**config.mk**
```make
export PLATFORM = sky130hd
export DESIGN_NAME = cordic_rotator
export DESIGN_NICKNAME = d
export VERILOG_FILES = /design/src/design/cordic_data_pkg.sv /design/src/design/cordic_angle_pkg.sv /design/src/design/cordic_micro_rotation.sv /design/src/design/cordic_stage.sv /design/src/design/cordic_rotator.sv
export VERILOG_INCLUDE_DIRS = /design/src /design/src/design
export SDC_FILE = /design/constraint.sdc
export NUM_CORES = 2
export LEC_CHECK = 0
export ABC_AREA = 1
export BUFFER_PORTS_ARGS = -buffer_cell sky130_fd_sc_hd__buf_2
export CORE_ASPECT_RATIO = 2
export CORE_MARGIN = 2
export CORE_UTILIZATION = 30
export CTS_BUF_LIST = sky130_fd_sc_hd__clkbuf_8
export DETAILED_ROUTE_END_ITERATION = 12
export GPL_ROUTABILITY_DRIVEN = 0
export PLACE_DENSITY = 0.43
export SYNTH_ARGS = -nofsm -noshare
export SYNTH_HDL_FRONTEND = slang
export SYNTH_HIERARCHICAL = 1
export SYNTH_SLANG_ARGS = --single-unit
```
**constraint.sdc**
```tcl
create_clock -name clk -period 5.35 [get_ports clk]
set_input_delay 0.2675 -clock clk [delete_from_list [all_inputs] [get_ports clk]]
set_output_delay 0.2675 -clock clk [all_outputs]
set_load 0.02 [all_outputs]
```
**src/design/cordic_defs.svh**
```systemverilog
//----------------------------------------
// cordic widths and iteration counts
// shared by the packages and the rotator
//----------------------------------------

`ifndef CORDIC_DEFS_SVH
`define CORDIC_DEFS_SVH

// input sample width, signed
`define CORDIC_IN_W         17

// internal width, one bit over the input for the cordic gain
`define CORDIC_ACC_W        18

// output sample width after truncation
`define CORDIC_OUT_W        16

// angle width, 4095 is 45 degrees, msb is the sign
`define CORDIC_ANGLE_W      15

// micro-rotations, two per pipeline stage
`define CORDIC_ITERS        13
`define CORDIC_NUM_STAGES   7

`endif

```
**src/design/cordic_data_pkg.sv**
```systemverilog
//----------------------------------------
// cordic I/Q sample types
//----------------------------------------

`default_nettype none

`include "cordic_defs.svh"

package cordic_data_pkg;

    // sample as it enters the rotator
    typedef logic signed [`CORDIC_IN_W-1:0]  in_sample_t;

    // working width inside the pipeline
    typedef logic signed [`CORDIC_ACC_W-1:0] acc_t;

    // truncated result
    typedef logic signed [`CORDIC_OUT_W-1:0] out_sample_t;

endpackage

`default_nettype wire

```
**src/design/cordic_angle_pkg.sv**
```systemverilog
//----------------------------------------
// cordic angle type and arctangent table
// angle units: 4095 equals 45 degrees
//----------------------------------------

`default_nettype none

`include "cordic_defs.svh"

package cordic_angle_pkg;

    // residual angle, two's complement
    typedef logic signed [`CORDIC_ANGLE_W-1:0] angle_t;

    // atan(2^-k) in angle units, indexed by iteration k
    // last entry kept for completeness, the final iteration drops the angle
    localparam angle_t atan_table [0:`CORDIC_ITERS-1] = '{
        15'sd4095,
        15'sd2418,
        15'sd1277,
        15'sd648,
        15'sd325,
        15'sd162,
        15'sd81,
        15'sd40,
        15'sd20,
        15'sd10,
        15'sd5,
        15'sd2,
        15'sd1
    };

endpackage

`default_nettype wire

```
**src/design/cordic_micro_rotation.sv**
```systemverilog
//----------------------------------------
// cordic micro-rotation
// one shift-and-add iteration, direction from the angle sign
//----------------------------------------

`default_nettype none

`include "cordic_defs.svh"

module cordic_micro_rotation
    import cordic_data_pkg::*;
    import cordic_angle_pkg::*;
#(
    // iteration index, 0 to 12
    parameter int unsigned ITER = 0
)
(
    input  acc_t   i_i,
    input  acc_t   q_i,
    input  angle_t angle_i,
    output acc_t   i_o,
    output acc_t   q_o,
    output angle_t angle_o
);

    acc_t   i_shift;
    acc_t   q_shift;
    angle_t atan_k;
    logic   angle_neg;

    // arithmetic shift keeps the sign of each coordinate
    assign i_shift   = i_i >>> ITER;
    assign q_shift   = q_i >>> ITER;
    assign atan_k    = atan_table[ITER];
    assign angle_neg = angle_i[`CORDIC_ANGLE_W-1];

    // all sums wrap in their own width
    always_comb
    begin
        if (angle_neg)
        begin
            i_o     = i_i - q_shift;
            q_o     = q_i + i_shift;
            angle_o = angle_i + atan_k;
        end
        else
        begin
            i_o     = i_i + q_shift;
            q_o     = q_i - i_shift;
            angle_o = angle_i - atan_k;
        end
    end

endmodule

`default_nettype wire

```
**src/design/cordic_stage.sv**
```systemverilog
//----------------------------------------
// cordic pipeline stage
// chained micro-rotations into a run-enabled register
//----------------------------------------

`default_nettype none

module cordic_stage
    import cordic_data_pkg::*;
    import cordic_angle_pkg::*;
#(
    // iteration index of the first micro-rotation
    parameter int unsigned FIRST_ITER = 0,
    // micro-rotations in this stage, 1 or 2
    parameter int unsigned NUM_ITERS  = 2
)
(
    input  logic   clk,
    input  logic   rst_n,
    input  logic   run_i,
    input  acc_t   i_i,
    input  acc_t   q_i,
    input  angle_t angle_i,
    output acc_t   i_o,
    output acc_t   q_o,
    output angle_t angle_o
);

    // ----------------------------------------
    // combinational chain
    // ----------------------------------------

    // entry 0 is the stage input, entry NUM_ITERS feeds the register
    acc_t   i_chain     [NUM_ITERS+1];
    acc_t   q_chain     [NUM_ITERS+1];
    angle_t angle_chain [NUM_ITERS+1];

    assign i_chain[0]     = i_i;
    assign q_chain[0]     = q_i;
    assign angle_chain[0] = angle_i;

    for (genvar n = 0; n < NUM_ITERS; n++)
    begin : g_iter
        cordic_micro_rotation #(
            .ITER    (FIRST_ITER + n)
        ) u_micro_rotation (
            .i_i     (i_chain[n]),
            .q_i     (q_chain[n]),
            .angle_i (angle_chain[n]),
            .i_o     (i_chain[n+1]),
            .q_o     (q_chain[n+1]),
            .angle_o (angle_chain[n+1])
        );
    end

    // ----------------------------------------
    // pipeline register
    // ----------------------------------------

    // holds everything while run_i is low
    always_ff @(posedge clk or negedge rst_n)
    begin
        if (!rst_n)
        begin
            i_o     <= '0;
            q_o     <= '0;
            angle_o <= '0;
        end
        else if (run_i)
        begin
            i_o     <= i_chain[NUM_ITERS];
            q_o     <= q_chain[NUM_ITERS];
            angle_o <= angle_chain[NUM_ITERS];
        end
    end

endmodule

`default_nettype wire

```
**src/design/cordic_rotator.sv**
```systemverilog
//----------------------------------------
// pipelined cordic vector rotator
// 13 micro-rotations over 7 stages, no gain correction
//----------------------------------------

`default_nettype none

`include "cordic_defs.svh"

module cordic_rotator
    import cordic_data_pkg::*;
    import cordic_angle_pkg::*;
(
    input  logic        clk,
    input  logic        rst_n,
    input  logic        run_i,
    input  in_sample_t  i_data_i,
    input  in_sample_t  q_data_i,
    input  angle_t      angle_i,
    output out_sample_t i_data_o,
    output out_sample_t q_data_o
);

    // stage_i[s] feeds stage s, the last entry is the final result
    acc_t   stage_i     [`CORDIC_NUM_STAGES+1];
    acc_t   stage_q     [`CORDIC_NUM_STAGES+1];
    angle_t stage_angle [`CORDIC_NUM_STAGES];

    // signed assignment sign-extends into the wider accumulator
    assign stage_i[0]     = i_data_i;
    assign stage_q[0]     = q_data_i;
    assign stage_angle[0] = angle_i;

    // ----------------------------------------
    // two micro-rotations per stage
    // ----------------------------------------
    for (genvar s = 0; s < `CORDIC_NUM_STAGES - 1; s++)
    begin : g_stage
        cordic_stage #(
            .FIRST_ITER (2 * s),
            .NUM_ITERS  (2)
        ) u_stage (
            .clk        (clk),
            .rst_n      (rst_n),
            .run_i      (run_i),
            .i_i        (stage_i[s]),
            .q_i        (stage_q[s]),
            .angle_i    (stage_angle[s]),
            .i_o        (stage_i[s+1]),
            .q_o        (stage_q[s+1]),
            .angle_o    (stage_angle[s+1])
        );
    end

    // last stage runs the leftover iteration, its angle goes nowhere
    cordic_stage #(
        .FIRST_ITER (2 * (`CORDIC_NUM_STAGES - 1)),
        .NUM_ITERS  (`CORDIC_ITERS - 2 * (`CORDIC_NUM_STAGES - 1))
    ) u_stage_last (
        .clk        (clk),
        .rst_n      (rst_n),
        .run_i      (run_i),
        .i_i        (stage_i[`CORDIC_NUM_STAGES-1]),
        .q_i        (stage_q[`CORDIC_NUM_STAGES-1]),
        .angle_i    (stage_angle[`CORDIC_NUM_STAGES-1]),
        .i_o        (stage_i[`CORDIC_NUM_STAGES]),
        .q_o        (stage_q[`CORDIC_NUM_STAGES]),
        .angle_o    ()
    );

    // plain truncation to the low bits, gain of about 1.647 stays in
    assign i_data_o = stage_i[`CORDIC_NUM_STAGES][`CORDIC_OUT_W-1:0];
    assign q_data_o = stage_q[`CORDIC_NUM_STAGES][`CORDIC_OUT_W-1:0];

endmodule

`default_nettype wire

```
== Word level (Yosys, flattened, before mapping) ==
Index checks and enable logic that the tools add are counted.
Cells by class
  divide/modulo/power cells: 0
  magnitude comparators: 0
  shift-type cells: 0
  mux-type cells: 38
  bitwise operators: 0
  multipliers: 0
  $add $sub $neg: 75
  equality and inequality tests: 0
  reduce and logical (&&, ||, !) cells: 0
Operators by type and width (number)
  18-bit 2-to-1 mux: 24
  15-bit 2-to-1 mux: 12
  18-bit by 10-bit adder with 18-bit output: 2
  18-bit by 11-bit adder with 18-bit output: 2
  18-bit by 12-bit adder with 18-bit output: 2
  18-bit by 13-bit adder with 18-bit output: 2
  18-bit by 14-bit adder with 18-bit output: 2
  18-bit by 15-bit adder with 18-bit output: 2
  18-bit by 16-bit adder with 18-bit output: 2
  18-bit by 17-bit adder with 18-bit output: 2
  18-bit by 7-bit adder with 18-bit output: 2
  18-bit by 8-bit adder with 18-bit output: 2
  18-bit by 9-bit adder with 18-bit output: 2
  17-bit by 17-bit subtractor with 18-bit output: 2
  18-bit by 10-bit subtractor with 18-bit output: 2
  18-bit by 11-bit subtractor with 18-bit output: 2
  18-bit by 12-bit subtractor with 18-bit output: 2
  18-bit by 13-bit subtractor with 18-bit output: 2
  18-bit by 14-bit subtractor with 18-bit output: 2
  18-bit by 15-bit subtractor with 18-bit output: 2
  18-bit by 16-bit subtractor with 18-bit output: 2
  18-bit by 17-bit subtractor with 18-bit output: 2
  18-bit by 7-bit subtractor with 18-bit output: 2
  18-bit by 8-bit subtractor with 18-bit output: 2
  27 further kinds: 33
Storage, ports and cells
  memory bits (writable): 0
  input port bits: 52
  latch bits: 0
  output and inout bits: 32
  word-level logic and storage cells: 133
  register bits after elaboration: 338
  memories: 0
  ROM bits: 0

== Longest topological paths before layout ==
  word-level depth: 4
  gate-level depth with buffers: 38
  depth with buffers taken out: 38

== By module ==
The synthesis kept the hierarchy.
By module, submodules not included
  cordic_stage: cells each 216, area an instance 2038.2 um2, times used 7, seq. area each 1276.2 um2
  cordic_micro_rotation (g_stage[0].u_stage.g_iter[0].u_micro_rotation): cells each 718, area an instance 3878.7 um2, times used 1, seq. area each 0.0 um2
  cordic_micro_rotation (g_stage[0].u_stage.g_iter[1].u_micro_rotation): cells each 639, area an instance 3440.8 um2, times used 1, seq. area each 0.0 um2
  cordic_micro_rotation (g_stage[1].u_stage.g_iter[0].u_micro_rotation): cells each 616, area an instance 3434.5 um2, times used 1, seq. area each 0.0 um2
  cordic_micro_rotation (g_stage[3].u_stage.g_iter[0].u_micro_rotation): cells each 568, area an instance 3264.4 um2, times used 1, seq. area each 0.0 um2
  cordic_micro_rotation (g_stage[2].u_stage.g_iter[1].u_micro_rotation): cells each 569, area an instance 3255.6 um2, times used 1, seq. area each 0.0 um2
  cordic_micro_rotation (g_stage[2].u_stage.g_iter[0].u_micro_rotation): cells each 578, area an instance 3244.4 um2, times used 1, seq. area each 0.0 um2
  cordic_micro_rotation (u_stage_last.g_iter[0].u_micro_rotation): cells each 585, area an instance 3196.8 um2, times used 1, seq. area each 0.0 um2
  cordic_micro_rotation (g_stage[1].u_stage.g_iter[1].u_micro_rotation): cells each 584, area an instance 3165.5 um2, times used 1, seq. area each 0.0 um2
  cordic_micro_rotation (g_stage[3].u_stage.g_iter[1].u_micro_rotation): cells each 556, area an instance 3155.5 um2, times used 1, seq. area each 0.0 um2
  cordic_micro_rotation (g_stage[5].u_stage.g_iter[0].u_micro_rotation): cells each 571, area an instance 3133.0 um2, times used 1, seq. area each 0.0 um2
  cordic_micro_rotation (g_stage[5].u_stage.g_iter[1].u_micro_rotation): cells each 563, area an instance 3098.0 um2, times used 1, seq. area each 0.0 um2
  cordic_micro_rotation (g_stage[4].u_stage.g_iter[0].u_micro_rotation): cells each 537, area an instance 3056.7 um2, times used 1, seq. area each 0.0 um2
  cordic_micro_rotation (g_stage[4].u_stage.g_iter[1].u_micro_rotation): cells each 535, area an instance 3047.9 um2, times used 1, seq. area each 0.0 um2

== Least setup slack after synthesis ==
No wires, ideal clock.
  path kind: flip-flop to flip-flop
  start point: register g_stage[4].u_stage.q_o[10]
  end point: register g_stage[5].u_stage.q_o[17]
  clock period less this slack: 4.360 ns
  setup time: 0.117 ns
  required time: 5.233 ns
  setup slack: 0.990 ns
  buffers on the path: 0
  cell stages (with the launch flop): 35
  arrival: 4.244 ns
  path through: dfrtp_1 -> inv_1 -> ha_1 -> nand4_1 -> nor2_1 -> nand2_1 -> ha_1 -> nand2_1 -> nand2_1 -> ha_1 -> a21o_1 -> nor2_1 -> nand3_2 -> nand2_1 -> nand2_1 -> nand2_1 -> nand2_1 -> nor2_1 -> nand4_1 -> nor2_1 -> inv_1 -> ha_1 -> nand2_1 -> nand2_1 -> inv_1 -> ha_1 -> nand2_1 -> nor2_1 -> nand3_1 -> nand3_1 -> nand2_1 -> nand3_1 -> nand2_1 -> nand2_1 -> nand2_1
RTL lines
  start: declaration: line cordic_stage.sv:25  | output acc_t q_o,
  start signal: assignment: line cordic_stage.sv:72  | q_o <= q_chain[NUM_ITERS];
  end signal: assignment: line cordic_stage.sv:72
  end: declaration: line cordic_stage.sv:25

==> reports/results.ini <==
[detailed_routing]
finalWirelength_um = 196500
vias_per_cell = 4.874
highest_layer = met4
drtPass1Iterations = 6
drc = 0
final_antenna_net_count = 0
wire_per_inst_um = 17.46
dr.first_iter.drc_count = 2339
wl_met2_um = 112500
drt-met1-wl_um = 65630
met3WireLength_um = 3842
vias = 54850

[worst_setup_path]
crit_type = flip-flop to flip-flop
cp-end-kind = flip-flop
critPathSlowestCell = dfrtp_1
cpMostUsedCell = nand2_1
path_buf_inv = 6
cp_data_arrival_time_ns = 5.67
start_kind = flip-flop
required_ns = 6.05
crit_family = simple AND/OR/NAND/NOR gates
critPathMaxStageDelay_ns = 0.40
crit_path_max_fanout = 17

[timing]
max_freq_mhz = 201.1
relSlewSlack_pct = 32.84
clock_skew_ns = 0.1199
setup_violations = 0
fin_crit_ns = 4.973
setup_ws_ns = 0.3766
finalMaxSlewViolations = 0
post-route-period-util_pct = 92.96
hold_viol_final = 0
tightest_slew_ns = 1.001

[logic_synthesis]
synth.avg_cell_area_um2 = 6.169
syn-num-nets = 9489
yosys_warnings = 6
syn_area_um2 = 54000
netlist_instances = 8754

[grt]
grt_max_degree = 139
grt.total_usage_pct = 21.08
grt_pass1_vias = 56130
grt_antenna_before_repair = 1
grt_pass1_wl_um = 306000
gr-total-overflow = 0

[clocking]
cts_root_buf = clkbuf_8
cts_tree = built
worstSkewPairLatency_ns = 0.86
cts-htree-levels = 2
cts_buffer_depth = 3
path_clk_slew_ns = 0.07
cts_made_buffers = 58
clock_sinks = 324

[placement]
dp_hpwl_um = 168000
place_worst_setup_slack_ns = 0.2359
port_buffers = 83
placed_cells = 11140

[die]
std_cell_rows = 220
die_h_um = 604.0
ios = 84
start_util_pct = 30.14
die_area_um2 = 183600
core_area_um2 = 179200
die_w_um = 304.0

[final_layout]
synthToLayoutAreaGrowth_pct = 8.595
drive_gt1_share_pct = 8.611
layout.nets = 9613
final_cells = 11250

[flow_run]
maxCapViolations = 0

[outcome]
outcome = complete, no violations

[worst_hold_path]
hp-class = primary input to flip-flop

worst register-to-register path: cells and delay by family (launching register included):
family | cells | cell delay [ns]
simple gates | 12 | 1.36
buf+inv | 6 | 0.75
xor+xnor | 3 | 0.72
flops | 1 | 0.40
fa+ha+maj | 3 | 0.98
compound gates | 4 | 0.69
routing by layer:
metal  up-vias  track usage [%]
met5         -                0
met4         0            13.66
met3       440            1.548
met2       896            44.83
met1     25220            18.33
li1      28290                -
layout by cell type (no fill, tap or decap), types with 8 or more instances in the layout:
cell type,count
dfrtp_1,322
a31oi_1,30
nor3_1,54
o21a_1,16
buf_4,110
xor2_1,439
a21o_1,56
nand2_1,3033
clkbuf_8,70
nor4_1,19
inv_2,41
a21oi_2,28
nand2_2,205
o21ai_2,16
or2_1,9
fa_1,38
nand4_1,82
buf_2,81
and2_1,27
clkinv_2,10
nand3_1,617
nor2_2,51
o21ai_0,218
nand2_4,11
nor2_4,17
or2_2,9
o21ai_1,44
a21oi_1,524
nor3_2,8
nand3_2,32
xnor2_1,94
o21bai_1,69
nor2_1,736
ha_1,637
nand3b_1,21
inv_1,1020
repair_timing:
action | in CTS | in global routing
hold endpoints to repair | 201 | 0
buffers inserted | 0 | 1
hold buffers | 7 | 0
setup endpoints to repair | 0 | 45
gates resized for setup | 0 | 59
registers in the layout (all words and copies together), names as in the netlist:
signal,cells
u_stage_last/q_o,16
g_stage.u_stage/angle_o,76
g_stage.u_stage/i_o,108
g_stage.u_stage/q_o,108
u_stage_last/i_o,16
metrics by stage:
stage	hold WS [ns]	setup TNS (ns)	utilization, %	instance area (um^2)
after floorplan	-0.02809	0	-	54000
after global placement	0.2582	0	31.84	57050
after detailed placement	0.2584	0	31.84	57050
after CTS	0.1315	0	32.59	58400
after global routing	0.2373	-0.01080	32.72	58640
final	0.2418	0	32.73	58650
final cells by class:
type,count,area [um^2]
diodes,3,7.507
clock buffers,70,963.4
clock inverters,31,300.3
fillers,20100,120600
inverters,1064,4051
multi-input cells,7223,40810
flip-flops and latches,324,8110
well taps,2331,2917
repair buffers,207,1489
final timing paths:
kind                                                start                             end  slack, ns  cells past startpoint
max in group asynchronous                           rst_n       g_stage[3].u_stage/i_o[2]       3.78                      4
max reg2reg                g_stage[1].u_stage/angle_o[14]      g_stage[2].u_stage/i_o[13]       0.38                     28
min reg2reg                          u_stage_last/i_o[15]            u_stage_last/i_o[15]       0.46                      2
min                                           angle_i[13]  g_stage[0].u_stage/angle_o[13]       0.24                      7
max                        g_stage[1].u_stage/angle_o[14]      g_stage[2].u_stage/i_o[13]       0.38                     28
min in group asynchronous                           rst_n   g_stage[1].u_stage/angle_o[3]       0.47                      3
Power is not shown: default switching activity piles up to over one toggle a cycle in this logic, so the estimate is an artifact.
